`src/hdl/rv_consts.svh`:
```
`ifndef RV_CONSTS_SVH
`define RV_CONSTS_SVH

// datapath and address width
`define RV_XLEN 32

// register file geometry
`define RV_NUM_REGS 32
`define RV_REG_ADDR_W 5

// one strobe per byte lane
`define RV_WSTRB_W 4

`define RV_INSTR_BYTES 4
`define RV_RESET_PC 32'h0000_0000

`endif

```
`src/hdl/rv_isa_pkg.sv`:
```
package rv_isa_pkg;

  // major opcode, instr[6:0]
  typedef enum logic [6:0] {
    opc_lui    = 7'b0110111,
    opc_auipc  = 7'b0010111,
    opc_jal    = 7'b1101111,
    opc_jalr   = 7'b1100111,
    opc_branch = 7'b1100011,
    opc_load   = 7'b0000011,
    opc_store  = 7'b0100011,
    opc_op_imm = 7'b0010011,
    opc_op     = 7'b0110011,
    opc_system = 7'b1110011
  } opcode_e;

  typedef enum logic [2:0] {
    br_beq  = 3'b000,
    br_bne  = 3'b001,
    br_blt  = 3'b100,
    br_bge  = 3'b101,
    br_bltu = 3'b110,
    br_bgeu = 3'b111
  } branch_funct_e;

  // width in the low two bits, bit 2 set for zero extension
  typedef enum logic [2:0] {
    mem_byte   = 3'b000,
    mem_half   = 3'b001,
    mem_word   = 3'b010,
    mem_byte_u = 3'b100,
    mem_half_u = 3'b101
  } mem_funct_e;

  typedef enum logic [2:0] {
    fn_add_sub = 3'b000,
    fn_sll     = 3'b001,
    fn_slt     = 3'b010,
    fn_sltu    = 3'b011,
    fn_xor     = 3'b100,
    fn_srl_sra = 3'b101,
    fn_or      = 3'b110,
    fn_and     = 3'b111
  } alu_funct_e;

endpackage

```
`src/hdl/rv_core_pkg.sv`:
```
package rv_core_pkg;

  typedef enum logic [3:0] {
    st_fetch, st_fetch_wait, st_decode, st_execute,
    st_load_wait, st_store_wait, st_write_back, st_trapped
  } cpu_state_e;

  // arithmetic ops first, then the branch compares
  typedef enum logic [3:0] {
    alu_add, alu_sub, alu_sll, alu_slt,
    alu_sltu, alu_xor, alu_srl, alu_sra,
    alu_or, alu_and, alu_eq, alu_ne,
    alu_lt, alu_ge, alu_ltu, alu_geu
  } alu_op_e;

  typedef enum logic [3:0] {
    cls_alu, cls_lui, cls_auipc, cls_jal, cls_jalr,
    cls_branch, cls_load, cls_store, cls_illegal
  } instr_class_e;

  typedef enum logic [1:0] {
    size_byte, size_half, size_word
  } access_size_e;

endpackage

```
`src/hdl/rv_decoder.sv`:
```
`include "rv_consts.svh"

module rv_decoder
  import rv_core_pkg::*;
  import rv_isa_pkg::*;
(
  input  logic [`RV_XLEN-1:0]       instr,
  output instr_class_e              instr_class,
  output alu_op_e                   alu_op,
  output logic                      use_imm,
  output logic [`RV_XLEN-1:0]       immediate,
  output logic [`RV_REG_ADDR_W-1:0] rd,
  output logic [`RV_REG_ADDR_W-1:0] rs1,
  output logic [`RV_REG_ADDR_W-1:0] rs2,
  output access_size_e              access_size,
  output logic                      load_unsigned
);

  opcode_e             opcode;
  logic [2:0]          funct3;
  logic [6:0]          funct7;
  logic                alt_ok;
  logic [`RV_XLEN-1:0] imm_i, imm_s, imm_b, imm_u, imm_j;

  assign opcode = opcode_e'(instr[6:0]);
  assign funct3 = instr[14:12];
  assign funct7 = instr[31:25];
  assign rd     = instr[11:7];
  assign rs1    = instr[19:15];
  assign rs2    = instr[24:20];

  assign imm_i = {{20{instr[31]}}, instr[31:20]};
  assign imm_s = {{20{instr[31]}}, instr[31:25], instr[11:7]};
  assign imm_b = {{19{instr[31]}}, instr[31], instr[7], instr[30:25], instr[11:8], 1'b0};
  assign imm_u = {instr[31:12], 12'b0};
  assign imm_j = {{11{instr[31]}}, instr[31], instr[19:12], instr[20], instr[30:21], 1'b0};

  // funct7 0100000 only selects sub and sra
  assign alt_ok = funct7 == 7'b0100000 &&
                  (funct3 == 3'b101 || (funct3 == 3'b000 && opcode == opc_op));

  always_comb begin
    instr_class   = cls_illegal;
    alu_op        = alu_add;
    use_imm       = 1'b1;
    immediate     = imm_i;
    access_size   = size_word;
    load_unsigned = 1'b0;
    case (opcode)
      opc_lui: begin
        instr_class = cls_lui;
        immediate   = imm_u;
      end
      opc_auipc: begin
        instr_class = cls_auipc;
        immediate   = imm_u;
      end
      opc_jal: begin
        instr_class = cls_jal;
        immediate   = imm_j;
      end
      opc_jalr: if (funct3 == 3'b000) instr_class = cls_jalr;
      opc_branch: begin
        instr_class = cls_branch;
        use_imm     = 1'b0;
        immediate   = imm_b;
        case (branch_funct_e'(funct3))
          br_beq:  alu_op = alu_eq;
          br_bne:  alu_op = alu_ne;
          br_blt:  alu_op = alu_lt;
          br_bge:  alu_op = alu_ge;
          br_bltu: alu_op = alu_ltu;
          br_bgeu: alu_op = alu_geu;
          default: instr_class = cls_illegal;
        endcase
      end
      opc_load, opc_store: begin
        instr_class   = (opcode == opc_load) ? cls_load : cls_store;
        immediate     = (opcode == opc_load) ? imm_i : imm_s;
        load_unsigned = funct3[2];
        case (mem_funct_e'(funct3))
          mem_byte: access_size = size_byte;
          mem_half: access_size = size_half;
          mem_word: access_size = size_word;
          mem_byte_u, mem_half_u: begin
            access_size = funct3[0] ? size_half : size_byte;
            // no unsigned stores
            if (opcode == opc_store) instr_class = cls_illegal;
          end
          default: instr_class = cls_illegal;
        endcase
      end
      opc_op_imm, opc_op: begin
        instr_class = cls_alu;
        use_imm     = opcode == opc_op_imm;
        case (alu_funct_e'(funct3))
          fn_add_sub: alu_op = (opcode == opc_op && funct7[5]) ? alu_sub : alu_add;
          fn_sll:     alu_op = alu_sll;
          fn_slt:     alu_op = alu_slt;
          fn_sltu:    alu_op = alu_sltu;
          fn_xor:     alu_op = alu_xor;
          fn_srl_sra: alu_op = funct7[5] ? alu_sra : alu_srl;
          fn_or:      alu_op = alu_or;
          fn_and:     alu_op = alu_and;
        endcase
        // funct7 is only a real field for register ops and shifts
        if ((opcode == opc_op || funct3[1:0] == 2'b01) && funct7 != 7'b0 && !alt_ok) begin
          instr_class = cls_illegal;
        end
      end
      // ecall, ebreak and csr access all trap
      opc_system: instr_class = cls_illegal;
      default: instr_class = cls_illegal;
    endcase
    if (instr[1:0] != 2'b11) instr_class = cls_illegal;
  end

endmodule

```
`src/hdl/rv_regfile.sv`:
```
`include "rv_consts.svh"

module rv_regfile (
  input  logic                      clk,
  input  logic [`RV_REG_ADDR_W-1:0] rs1,
  input  logic [`RV_REG_ADDR_W-1:0] rs2,
  output logic [`RV_XLEN-1:0]       rs1_data,
  output logic [`RV_XLEN-1:0]       rs2_data,
  input  logic                      rd_we,
  input  logic [`RV_REG_ADDR_W-1:0] rd_addr,
  input  logic [`RV_XLEN-1:0]       rd_wdata
);

  // x0 has no storage
  logic [`RV_XLEN-1:0] regs [1:`RV_NUM_REGS-1];

  always_ff @(posedge clk) begin
    if (rd_we && rd_addr != '0) regs[rd_addr] <= rd_wdata;
  end

  assign rs1_data = (rs1 == '0) ? '0 : regs[rs1];
  assign rs2_data = (rs2 == '0) ? '0 : regs[rs2];

endmodule

```
`src/hdl/rv_alu.sv`:
```
`include "rv_consts.svh"

module rv_alu
  import rv_core_pkg::*;
(
  input  alu_op_e             alu_op,
  input  logic [`RV_XLEN-1:0] alu_a,
  input  logic [`RV_XLEN-1:0] alu_b,
  output logic [`RV_XLEN-1:0] alu_result,
  output logic                alu_cond
);

  logic [4:0] shamt;
  logic       eq, lt, ltu;

  assign shamt = alu_b[4:0];
  assign eq    = alu_a == alu_b;
  assign lt    = $signed(alu_a) < $signed(alu_b);
  assign ltu   = alu_a < alu_b;

  always_comb begin
    alu_result = '0;
    alu_cond   = 1'b0;
    case (alu_op)
      alu_add:  alu_result = alu_a + alu_b;
      alu_sub:  alu_result = alu_a - alu_b;
      alu_sll:  alu_result = alu_a << shamt;
      alu_slt:  alu_result = {{(`RV_XLEN-1){1'b0}}, lt};
      alu_sltu: alu_result = {{(`RV_XLEN-1){1'b0}}, ltu};
      alu_xor:  alu_result = alu_a ^ alu_b;
      alu_srl:  alu_result = alu_a >> shamt;
      alu_sra:  alu_result = $signed(alu_a) >>> shamt;
      alu_or:   alu_result = alu_a | alu_b;
      alu_and:  alu_result = alu_a & alu_b;
      // branch compares, result stays zero
      alu_eq:   alu_cond = eq;
      alu_ne:   alu_cond = !eq;
      alu_lt:   alu_cond = lt;
      alu_ge:   alu_cond = !lt;
      alu_ltu:  alu_cond = ltu;
      alu_geu:  alu_cond = !ltu;
    endcase
  end

endmodule

```
`src/hdl/rv_lsu_align.sv`:
```
`include "rv_consts.svh"

module rv_lsu_align
  import rv_core_pkg::*;
(
  input  logic [1:0]             addr_low,
  input  access_size_e           access_size,
  input  logic                   load_unsigned,
  input  logic [`RV_XLEN-1:0]    rs2_data,
  input  logic [`RV_XLEN-1:0]    mem_rdata,
  output logic [`RV_WSTRB_W-1:0] store_wstrb,
  output logic [`RV_XLEN-1:0]    store_wdata,
  output logic [`RV_XLEN-1:0]    load_data,
  output logic                   misaligned
);

  logic [`RV_XLEN-1:0] lane;
  logic                sign;

  // selected lane moved down to bit 0
  assign lane = mem_rdata >> {addr_low, 3'b000};

  always_comb begin
    case (access_size)
      size_byte: begin
        sign        = lane[7] & ~load_unsigned;
        store_wdata = {4{rs2_data[7:0]}};
        store_wstrb = 4'b0001 << addr_low;
        load_data   = {{24{sign}}, lane[7:0]};
        misaligned  = 1'b0;
      end
      size_half: begin
        sign        = lane[15] & ~load_unsigned;
        store_wdata = {2{rs2_data[15:0]}};
        store_wstrb = addr_low[1] ? 4'b1100 : 4'b0011;
        load_data   = {{16{sign}}, lane[15:0]};
        misaligned  = addr_low[0];
      end
      default: begin
        sign        = 1'b0;
        store_wdata = rs2_data;
        store_wstrb = 4'b1111;
        load_data   = mem_rdata;
        misaligned  = addr_low != 2'b00;
      end
    endcase
  end

endmodule

```
`src/hdl/rv_control.sv`:
```
`include "rv_consts.svh"

module rv_control
  import rv_core_pkg::*;
(
  input  logic                      clk,
  input  logic                      reset,
  output logic                      mem_valid,
  output logic                      mem_instr,
  input  logic                      mem_ready,
  output logic [`RV_XLEN-1:0]       mem_addr,
  output logic [`RV_XLEN-1:0]       mem_wdata,
  output logic [`RV_WSTRB_W-1:0]    mem_wstrb,
  input  logic [`RV_XLEN-1:0]       mem_rdata,
  output logic                      trap,
  output logic [`RV_XLEN-1:0]       instr,
  input  instr_class_e              instr_class,
  input  alu_op_e                   alu_op,
  input  logic                      use_imm,
  input  logic [`RV_XLEN-1:0]       immediate,
  input  logic [`RV_REG_ADDR_W-1:0] rd,
  input  logic [`RV_XLEN-1:0]       rs1_data,
  input  logic [`RV_XLEN-1:0]       rs2_data,
  output logic [`RV_XLEN-1:0]       alu_a,
  output logic [`RV_XLEN-1:0]       alu_b,
  input  logic [`RV_XLEN-1:0]       alu_result,
  input  logic                      alu_cond,
  input  logic [`RV_WSTRB_W-1:0]    store_wstrb,
  input  logic [`RV_XLEN-1:0]       store_wdata,
  input  logic [`RV_XLEN-1:0]       load_data,
  input  logic                      misaligned,
  output logic                      rd_we,
  output logic [`RV_REG_ADDR_W-1:0] rd_addr,
  output logic [`RV_XLEN-1:0]       rd_wdata
);

  cpu_state_e          state;
  logic [`RV_XLEN-1:0] pc, next_pc, pc_plus4, pc_target, exec_wb, wb_data;
  logic                mem_access, take_trap;

  assign pc_plus4  = pc + `RV_INSTR_BYTES;
  assign pc_target = pc + immediate;

  always_comb begin
    case (instr_class)
      cls_jal:    next_pc = pc_target;
      cls_jalr:   next_pc = {alu_result[`RV_XLEN-1:1], 1'b0};
      cls_branch: next_pc = alu_cond ? pc_target : pc_plus4;
      default:    next_pc = pc_plus4;
    endcase
    case (instr_class)
      cls_lui:           exec_wb = immediate;
      cls_jal, cls_jalr: exec_wb = pc_plus4;
      default:           exec_wb = alu_result;
    endcase
  end

  assign mem_access = instr_class == cls_load || instr_class == cls_store;
  // only jumps and taken branches can leave word alignment
  assign take_trap  = instr_class == cls_illegal || (mem_access && misaligned) ||
                      next_pc[1:0] != 2'b00;

  assign alu_a    = (instr_class == cls_auipc) ? pc : rs1_data;
  assign alu_b    = use_imm ? immediate : rs2_data;
  assign rd_we    = state == st_write_back;
  assign rd_addr  = rd;
  assign rd_wdata = wb_data;

  always_ff @(posedge clk) begin
    if (reset) begin
      state     <= st_fetch;
      pc        <= `RV_RESET_PC;
      mem_valid <= 1'b0;
      mem_instr <= 1'b0;
      mem_wstrb <= '0;
      trap      <= 1'b0;
    end else begin
      case (state)
        st_fetch: begin
          mem_valid <= 1'b1;
          mem_instr <= 1'b1;
          mem_wstrb <= '0;
          state     <= st_fetch_wait;
        end
        st_fetch_wait: if (mem_ready) begin
          mem_valid <= 1'b0;
          state     <= st_decode;
        end
        st_decode: state <= st_execute;
        st_execute: begin
          if (take_trap) begin
            trap  <= 1'b1;
            state <= st_trapped;
          end else begin
            pc <= next_pc;
            if (mem_access) begin
              mem_valid <= 1'b1;
              mem_instr <= 1'b0;
              mem_wstrb <= (instr_class == cls_store) ? store_wstrb : '0;
              state     <= (instr_class == cls_store) ? st_store_wait : st_load_wait;
            end else begin
              state <= (instr_class == cls_branch) ? st_fetch : st_write_back;
            end
          end
        end
        st_load_wait: if (mem_ready) begin
          mem_valid <= 1'b0;
          state     <= st_write_back;
        end
        st_store_wait: if (mem_ready) begin
          mem_valid <= 1'b0;
          state     <= st_fetch;
        end
        st_write_back: state <= st_fetch;
        default: state <= st_trapped;
      endcase
    end
  end

  // bus payload, instruction and result registers
  always_ff @(posedge clk) begin
    case (state)
      st_fetch: mem_addr <= pc;
      st_fetch_wait: if (mem_ready) instr <= mem_rdata;
      st_execute: begin
        mem_addr  <= {alu_result[`RV_XLEN-1:2], 2'b00};
        mem_wdata <= store_wdata;
        wb_data   <= exec_wb;
      end
      st_load_wait: if (mem_ready) wb_data <= load_data;
      default: ;
    endcase
  end

  bus_hold: assert property (@(posedge clk) disable iff (reset)
    (mem_valid && !mem_ready) |=> mem_valid && $stable(mem_addr) && $stable(mem_wdata) &&
    $stable(mem_wstrb) && $stable(mem_instr));

  trap_is_final: assert property (@(posedge clk) disable iff (reset)
    trap |=> trap && !mem_valid);

  // decoder and ALU must agree on the compare for branches
  branch_uses_compare: assert property (@(posedge clk) disable iff (reset)
    (state == st_execute && instr_class == cls_branch) |->
    alu_op inside {alu_eq, alu_ne, alu_lt, alu_ge, alu_ltu, alu_geu});

endmodule

```
`src/hdl/rv_core.sv`:
```
`include "rv_consts.svh"

module rv_core
  import rv_core_pkg::*;
(
  input  logic                   clk,
  input  logic                   reset,
  output logic                   mem_valid,
  output logic                   mem_instr,
  input  logic                   mem_ready,
  output logic [`RV_XLEN-1:0]    mem_addr,
  output logic [`RV_XLEN-1:0]    mem_wdata,
  output logic [`RV_WSTRB_W-1:0] mem_wstrb,
  input  logic [`RV_XLEN-1:0]    mem_rdata,
  output logic                   trap
);

  logic [`RV_XLEN-1:0]       instr, immediate, rs1_data, rs2_data;
  logic [`RV_XLEN-1:0]       alu_a, alu_b, alu_result, rd_wdata;
  logic [`RV_XLEN-1:0]       store_wdata, load_data;
  logic [`RV_WSTRB_W-1:0]    store_wstrb;
  logic [`RV_REG_ADDR_W-1:0] rd, rs1, rs2, rd_addr;
  logic                      use_imm, load_unsigned, alu_cond, misaligned, rd_we;
  instr_class_e              instr_class;
  alu_op_e                   alu_op;
  access_size_e              access_size;

  rv_control u_control (
    .clk, .reset, .mem_valid, .mem_instr, .mem_ready, .mem_addr, .mem_wdata,
    .mem_wstrb, .mem_rdata, .trap, .instr, .instr_class, .alu_op, .use_imm,
    .immediate, .rd, .rs1_data, .rs2_data, .alu_a, .alu_b, .alu_result, .alu_cond,
    .store_wstrb, .store_wdata, .load_data, .misaligned, .rd_we, .rd_addr, .rd_wdata
  );

  rv_decoder u_decoder (
    .instr, .instr_class, .alu_op, .use_imm, .immediate, .rd, .rs1, .rs2,
    .access_size, .load_unsigned
  );

  rv_regfile u_regfile (
    .clk, .rs1, .rs2, .rs1_data, .rs2_data, .rd_we, .rd_addr, .rd_wdata
  );

  rv_alu u_alu (
    .alu_op, .alu_a, .alu_b, .alu_result, .alu_cond
  );

  rv_lsu_align u_lsu_align (
    .addr_low (alu_result[1:0]),
    .access_size,
    .load_unsigned,
    .rs2_data,
    .mem_rdata,
    .store_wstrb,
    .store_wdata,
    .load_data,
    .misaligned
  );

endmodule

```
`config.mk`:
```
export PLATFORM = sky130hd
export DESIGN_NAME = rv_core
export DESIGN_NICKNAME = d
export VERILOG_FILES = /design/src/hdl/rv_isa_pkg.sv /design/src/hdl/rv_core_pkg.sv /design/src/hdl/rv_decoder.sv /design/src/hdl/rv_regfile.sv /design/src/hdl/rv_alu.sv /design/src/hdl/rv_lsu_align.sv /design/src/hdl/rv_control.sv /design/src/hdl/rv_core.sv
export VERILOG_INCLUDE_DIRS = /design/src /design/src/hdl
export SDC_FILE = /design/constraint.sdc
export NUM_CORES = 2
export LEC_CHECK = 0
export BUFFER_PORTS_ARGS = -buffer_cell sky130_fd_sc_hd__buf_2
export CAP_MARGIN = 0
export CORE_MARGIN = 5
export CORE_UTILIZATION = 55
export CTS_CLUSTER_SIZE = 14
export DETAILED_ROUTE_END_ITERATION = 6
export GPL_TIMING_DRIVEN = 0
export PLACE_DENSITY = 0.82
export SLEW_MARGIN = 25
export SYNTH_ARGS = -nofsm -noshare
export SYNTH_HDL_FRONTEND = slang
export SYNTH_HIERARCHICAL = 1
export SYNTH_SLANG_ARGS = --single-unit
```
`constraint.sdc`:
```
create_clock -name clk -period 9.2 [get_ports clk]
set_input_delay 0.92 -clock clk [delete_from_list [all_inputs] [get_ports clk]]
set_output_delay 0.92 -clock clk [all_outputs]
set_load 0.005 [all_outputs]
```
-- Yosys cells after proc, flatten, opt, wreduce, memory -nomap -nowiden
Memory sizes are Yosys's and may differ from the RTL's. A register that Yosys moved wholly into a read port is not among the register bits.
Cells that the tools add are included.
- bits of input ports: 35
- memory bits (writable): 992
- register bits: 171
- memories kept: 1
- $lt $le $gt $ge: 2
- add/sub/neg operators: 4
- reduce and logical (&&, ||, !) cells: 44
- shift-type cells: 5
- bitwise logic cells: 7
- muxes and demuxes: 60
- equal/unequal tests: 56
- memory list (name ; depth ; width ; read ports ; clocked after memory_dff ; write ports ; RTL line ; RTL):
    u_regfile.regs ; 31 ; 32 ; 2 ; 2 ; 1 ; rv_regfile.sv:15 ; logic [`RV_XLEN-1:0] regs [1:`RV_NUM_REGS-1];
- operators with widths (cell ; number):
    $pmux W32 S10 ; 1
    $pmux W32 S2 ; 5
    $mux W32 ; 6
    $pmux W31 S4 ; 1
    $pmux W32 S3 ; 1
    $add A32 B32 Y32 ; 2
    $lt A32 B32 Y1 ; 2
    $mux W4 ; 14
    $pmux W4 S7 ; 2
    $eq A4 B3 Y1 const B ; 11
    $eq A4 B4 Y1 const B ; 9
    $add A32 B3 Y32 const B ; 1
    $and A32 B32 Y32 ; 1
    $eq A32 B32 Y1 ; 1
    $or A32 B32 Y32 ; 1
    $pmux W4 S2 ; 4
    $pmux W4 S8 ; 1
    $shl A32 B5 Y32 ; 1
    $shr A32 B5 Y16 ; 1
    $shr A32 B5 Y32 ; 1
    $sshr A32 B5 Y32 ; 1
    $sub A32 B32 Y32 ; 1
    $xor A32 B32 Y32 ; 1
    $eq A7 B6 Y1 const B ; 4
    other kinds (40) ; 105

-- Longest topological paths before layout
- depth after elaboration: 20
- depth in mapped cells: 36
- mapped depth without buffers: 27

-- By module
The synthesis kept the hierarchy.
- modules (own cells, without submodules) (module ; area an instance (um^2) ; cells an instance ; instances):
    rv_regfile ; 46489.6 ; 2593 ; 1
    rv_control ; 10117.2 ; 1057 ; 1
    rv_alu ; 8388.0 ; 1254 ; 1
    rv_lsu_align ; 1272.5 ; 200 ; 1
    rv_decoder ; 974.7 ; 143 ; 1

-- Worst setup path before layout
OpenSTA, ideal clock, no wires.
- path type: register to register
- from: register u_control.instr[20]
- to: register u_control.pc[28]
- buffers on the path: 10
- cell stages (with the launch flop): 34
- arrival: 7465 ps
- data required time: 9121 ps
- setup slack: 1656 ps
- clock period less this slack: 7544 ps
- cells stage by stage: edfxtp_1 > buf_4 > buf_2 > buf_4 > buf_2 > mux4_2 > mux2_2 > nand2_1 > nand4_1 > mux2_2 > inv_2 > buf_1 > clkbuf_1 > clkbuf_1 > ha_1 > buf_6 > nor3b_1 > o311ai_0 > a311o_1 > a31oi_1 > a2bb2oi_2 > a31oi_1 > a21oi_1 > o21ai_0 > buf_6 > buf_2 > a21oi_1 > nor2_1 > a222oi_1 > o211a_1 > o21ai_1 > or3_1 > or3_1 > o211ai_1
- word-level cells in the longest chain between the ends: 12
- elaborated cells on any way between the ends: 32
- classes of those cells: add/sub: 3; order compare: 2; eq/ne: 1; shift: 3; mux: 9; bitwise: 4; reduce/logical: 10
- ends and longest elaborated chain (element ; RTL line ; RTL):
    from (decl) ; rv_control.sv:16 ; output logic [`RV_XLEN-1:0] instr,
    from (signal assigned) ; rv_control.sv:124 ; st_fetch_wait: if (mem_ready) instr <= mem_rdata;
    $logic_not A5 Y1 * ; rv_regfile.sv:22 ; assign rs2_data = (rs2 == '0) ? '0 : regs[rs2];
    $mux W32 * ; rv_regfile.sv:22 ;
    net rs2_data[2] ; rv_core.sv:18 ; logic [`RV_XLEN-1:0] instr, immediate, rs1_data, rs2_data;
    $mux W32 * ; rv_control.sv:64 ; assign alu_b = use_imm ? immediate : rs2_data;
    net alu_b[2] ; rv_core.sv:19 ; logic [`RV_XLEN-1:0] alu_a, alu_b, alu_result, rd_wdata;
    $lt A32 B32 Y1 (tied with other cells) ; rv_alu.sv:19 ; assign ltu = alu_a < alu_b;
    $pmux W32 S10 * ; rv_alu.sv:24 ; case (alu_op)
    net alu_result[0] ; rv_core.sv:19 ;
    $reduce_bool A2 Y1 ; rv_lsu_align.sv:44 ; misaligned = addr_low != 2'b00;
    $pmux W1 S2 * ; rv_lsu_align.sv:24 ; case (access_size)
    net misaligned ; rv_core.sv:23 ; logic use_imm, load_unsigned, alu_cond, misaligned, rd_we;
    $logic_and A1 B1 Y1 * ; rv_control.sv:60 ; assign take_trap = instr_class == cls_illegal || (mem_access && misaligned) ||
    $logic_or A1 B1 Y1 * (2 in series) ; rv_control.sv:60 ;
    $not A1 Y1 (no line) * ; -- ;
    $reduce_and A2 Y1 (no line) * ; -- ;
    to (signal assigned) ; rv_control.sv:72 ; pc <= `RV_RESET_PC;
    to (signal assigned) ; rv_control.sv:95 ; pc <= next_pc;
    to (decl) ; rv_control.sv:38 ; logic [`RV_XLEN-1:0] pc, next_pc, pc_plus4, pc_target, exec_wb, wb_data;
Mark *: on every way through the listed nets, which the timed path passes. The rest lies on a longest branch.
A chain may end at the register's enable or synchronous reset.

-- Worst setup path in the final report
- from: register u_control.instr[19]
- to: register u_control.pc[14]
- word-level cells in the longest chain between the ends: 12
- elaborated cells on any way between the ends: 31
- classes of those cells: add/sub: 2; order compare: 2; eq/ne: 1; shift: 3; mux: 9; bitwise: 4; reduce/logical: 10
- ends and longest elaborated chain (element ; RTL line ; RTL):
    $logic_not A5 Y1 * ; rv_regfile.sv:21 ; assign rs1_data = (rs1 == '0) ? '0 : regs[rs1];
    $mux W32 * ; rv_regfile.sv:21 ;
    net rs1_data[7] ; rv_core.sv:18 ;
    $mux W32 * ; rv_control.sv:63 ; assign alu_a = (instr_class == cls_auipc) ? pc : rs1_data;
    net alu_a[7] ; rv_core.sv:19 ;
    $lt A32 B32 Y1 (tied with other cells) ; rv_alu.sv:19 ;
    $pmux W32 S10 * ; rv_alu.sv:24 ;
    net alu_result[0] ; rv_core.sv:19 ;
    $reduce_bool A2 Y1 ; rv_lsu_align.sv:44 ;
    $pmux W1 S2 * ; rv_lsu_align.sv:24 ;
    net misaligned ; rv_core.sv:23 ;
    $logic_and A1 B1 Y1 * ; rv_control.sv:60 ;
    $logic_or A1 B1 Y1 * (2 in series) ; rv_control.sv:60 ;
    $not A1 Y1 (no line) * ; -- ;
    $reduce_and A2 Y1 (no line) * ; -- ;
Marked as above.

==> metrics.yaml <==
dr_total_vias: 55671
cp-endpoint: "u_control/pc[14]"
area_delta_synth_final_pct: 13.0
ys_async_sr_fraction_pct: 0
drc_errors: 0
cp_max_fo: 10
syn_area_per_cell_um2: 12.8
setup_ws_ns: -0.202
crit_start: "u_control/instr[19]"
dr.pass1.iters: 7
layout_min_cycle_time_ns: 9.40
die-area_um2: 129000
ctsHoldBuffers: 0
crit_type: "register to register"
setup_viol: 33
p_total_mw: 16.0
root_buffer: "clkbuf_16"
swShare_pct: 35.5
critPathArrivalTime_ns: 9.99
skew_ns: 0.0768
wl_um: 291000
p_sw_mw: 5.67
yosysTopAreaCell: "edfxtp_1"
crit-reg2reg-capture: "u_control/pc[14]"
r2r-start: "u_control/instr[19]"
worstMarginPinSlew_ns: 1.20
drive_above_1_share_pct: 20.7
fin_nets: 5738
fin_crit_sh_pct: 102
hold_path_class: "primary input to register"
cts_buffer_depth: 3
antenna_found_initial: 40
fmax_mhz: 106
synth_area_leaders: "edfxtp_1 50%, mux4_2 13%, mux2i_1 5.8%"
grt_pass1_vias: 51275
violations: "setup timing"
clockPowerShare_pct: 29.5
synth_nets: 5414
fillers: 8964
seq_power_share_pct: 39.9
clkSinkCount: 1162
yosysWarnings: 6
wl_per_cell_um: 39.8
core_um2: 122000
drt-initial-drc-count: 11217
syn_area_um2: 67200
pre_cts_ws_ns: -3.10
reg2reg_depth: 29
slew_headroom_pct: 19.4
maxSlewViolCount: 0
ios: 106
start_util_pct: 55.3
fp.dieW_um: 360
clkTransAtPathRegs_ns: 0.07
dp_hpwl_um: 215000
worstSkewPairLatency_ns: 0.78
grt_pass1_wl_um: 399000
power_density_nw_per_um2: 210
place_congestion: 1.07
cp-start-kind: "register"
worst_ep_required_time_ns: 9.79
track_usage_pct: 43.4
synth_edf_count: 1120
synth_cells: 5247
cts_tree: "yes"
ys_ff_latch: 1162
viasPerCell: 7.60
io_buffer_count: 105
rsz0062_at_grt: "true"
grt_max_degree: 32
die-height_um: 360
synth.top_cell.area_share_pct: 50.0
htreeDepth: 3
pwr-share-comb_pct: 30.5
max_cap_violations: 0
antenna_left: 0
hold_viol: 0
ys_seq_area_share_pct: 51.3
vdd.ir_drop.worst_uv: 216
overflow: 0
num_rows: 128
status: "finished, violations left"
synth_flop_cell: "edfxtp_1"
end_kind: "register"
slowest_stage: "nor3b_1"
yosysUniqueCellTypes: 105
crit_path_max_incr_delay_ns: 1.06
leakage_nw: 26.8
cts_buffers: 116
reg2reg_setup_slack_ns: -0.20
internal_power_mw: 10.3
==> logic make-up (layout without fill, tap and decap cells) <==
family          Yosys count  after routing  share of synthesized area [%]
simple gates           1305           1305                           9.01
flops                  1162           1162                           51.3
compound gates         1141           1141                           11.6
mux                     906            906                           21.0
buf+inv                 544            961                           3.86
fa+ha+maj               132            132                           2.49
xor+xnor                 57             57                          0.742
other cells               0             32                              0
==> through the flow <==
| step | std cells | instance area (µm²) | TNS [ns] | hold slack [ns] | util, % |
|---|---|---|---|---|---|
| after global routing | 7289 | 75900 | -0.130 | 0.392 | 62.5 |
| after floorplan | 5247 | 67200 | 0 | 0.448 | - |
| after global placement | 6977 | 69800 | -191.16 | 0.465 | 57.4 |
| after CTS | 7273 | 75600 | 0 | 0.383 | 62.2 |
| after detailed placement | 7053 | 71700 | -185.99 | 0.489 | 59.0 |
| final | 7321 | 76000 | -3.75 | 0.402 | 62.5 |
==> worst max-delay path: cells and delay by family, from the launching register on <==
family | cells | cell delay, ns
simple gates | 4 | 1.70
fa+ha+maj | 1 | 0.32
compound gates | 14 | 3.83
mux | 1 | 0.46
buf+inv | 9 | 2.47
flops | 1 | 0.40
==> timing repair <==
| item | 4_1_cts | 5_1_grt |
|---|---|---|
| setup endpoints to repair | 97 | 60 |
| pin swaps | 7 | 5 |
| gates resized for setup | 47 | 53 |
| setup buffers | 11 | 6 |
| gates cloned | 0 | 0 |
==> area by class of cell <==
type / count / area [µm²] / share of cell area, %
Timing Repair Buffer: 210 / 2430 / 3.19
Buffer: 429 / 2300 / 3.03
Sequential cell: 1162 / 34500 / 45.4
Clock buffer: 149 / 3080 / 4.05
Clock inverter: 62 / 602 / 0.792
Antenna cell: 32 / 80.1 / 0.105
Inverter: 111 / 423 / 0.556
Multi-Input combinational cell: 3541 / 30600 / 40.2
Tap cell: 1625 / 2030 / 2.68
==> power by group through the flow <==
stage / Clock, mW / Combinational [mW] / Sequential (mW)
4_1_cts: 4.70 / 4.47 / 6.42
3_5_place_dp: 0 / 4.40 / 6.53
2_1_floorplan: 0 / 2.49 / 6.47
5_1_grt: 4.94 / 4.92 / 6.38
6_report: 4.72 / 4.88 / 6.38
3_3_place_gp: 0 / 4.18 / 6.64
==> flip-flops by register name, indices dropped and copies added (netlist names) <==
signal               flops
u_control/mem_wdata     32
u_control/mem_addr      32
u_control/state          3
u_control/rd_wdata      32
u_control/pc            32
u_control/mem_instr      1
u_control/mem_wstrb      4
u_control/instr         32
u_control/mem_valid      1
u_control/trap           1
u_regfile/regs         992
==> cells in the mapped netlist (all sizes together), types with 44 or more instances <==
library cell and n:
a31oi 55, nor3 50, a211oi 64, edfxtp 1120, a22o 53, nor2b 72
o21ai 185, inv 108, a21o 47, a211o 44, mux2 129, and2 47
ha 129, a22oi 119, buf 211, nor2 406, a21oi 289, clkbuf 222
mux4 389, nand3 111, nand2 419, mux2i 388, a221oi 49
==> layout by cell type, fill, tap and decap left out, drive strengths merged, types with 14 or more instances in the layout <==
cell and count:
or3 27, a21o 47, dfxtp 42, nand3b 18, buf 410, nor2b 72, ha 129, nor3b 15
o22ai 27, xnor2 38, mux2 129, nor3 50, a211oi 64, inv 110, o21bai 17, mux4 389
nand2b 27, a21oi 289, diode 32, o21ai 185, a221oi 49, clkbuf 376, edfxtp 1120, nand2 419
nand3 111, nor2 406, and3 32, and2 47, clkinv 53, o211ai 21, mux2i 388, a22o 53
a31oi 55, xor2 19, a211o 44, nor4 14, nand4 29, a311o 33, a22oi 119
==> worst min path at each step <==
stage	startpoint	endpoint	slack (ns)	cells after the start
2_1_floorplan	u_control/mem_wstrb[0]	u_control/mem_wstrb[0]	0.45	2
3_3_place_gp	u_control/trap	u_control/trap	0.47	2
3_5_place_dp	u_control/trap	u_control/trap	0.49	2
4_1_cts	mem_rdata[1]	u_control/instr[1]	0.38	1
5_1_grt	mem_rdata[1]	u_control/instr[1]	0.39	1
6_report	mem_rdata[1]	u_control/instr[1]	0.40	1
==> routing by layer <==
layer / global-route usage (%) / wire length (µm) / vias up
li1: - / - / 21365
met1: 56.7 / 97900 / 27320
met2: 60.2 / 117000 / 5800
met3: 19.2 / 52900 / 1172
met4: 25.1 / 22600 / 14
met5: 0 / 186 / -
Power figures use the tool's default switching activity.
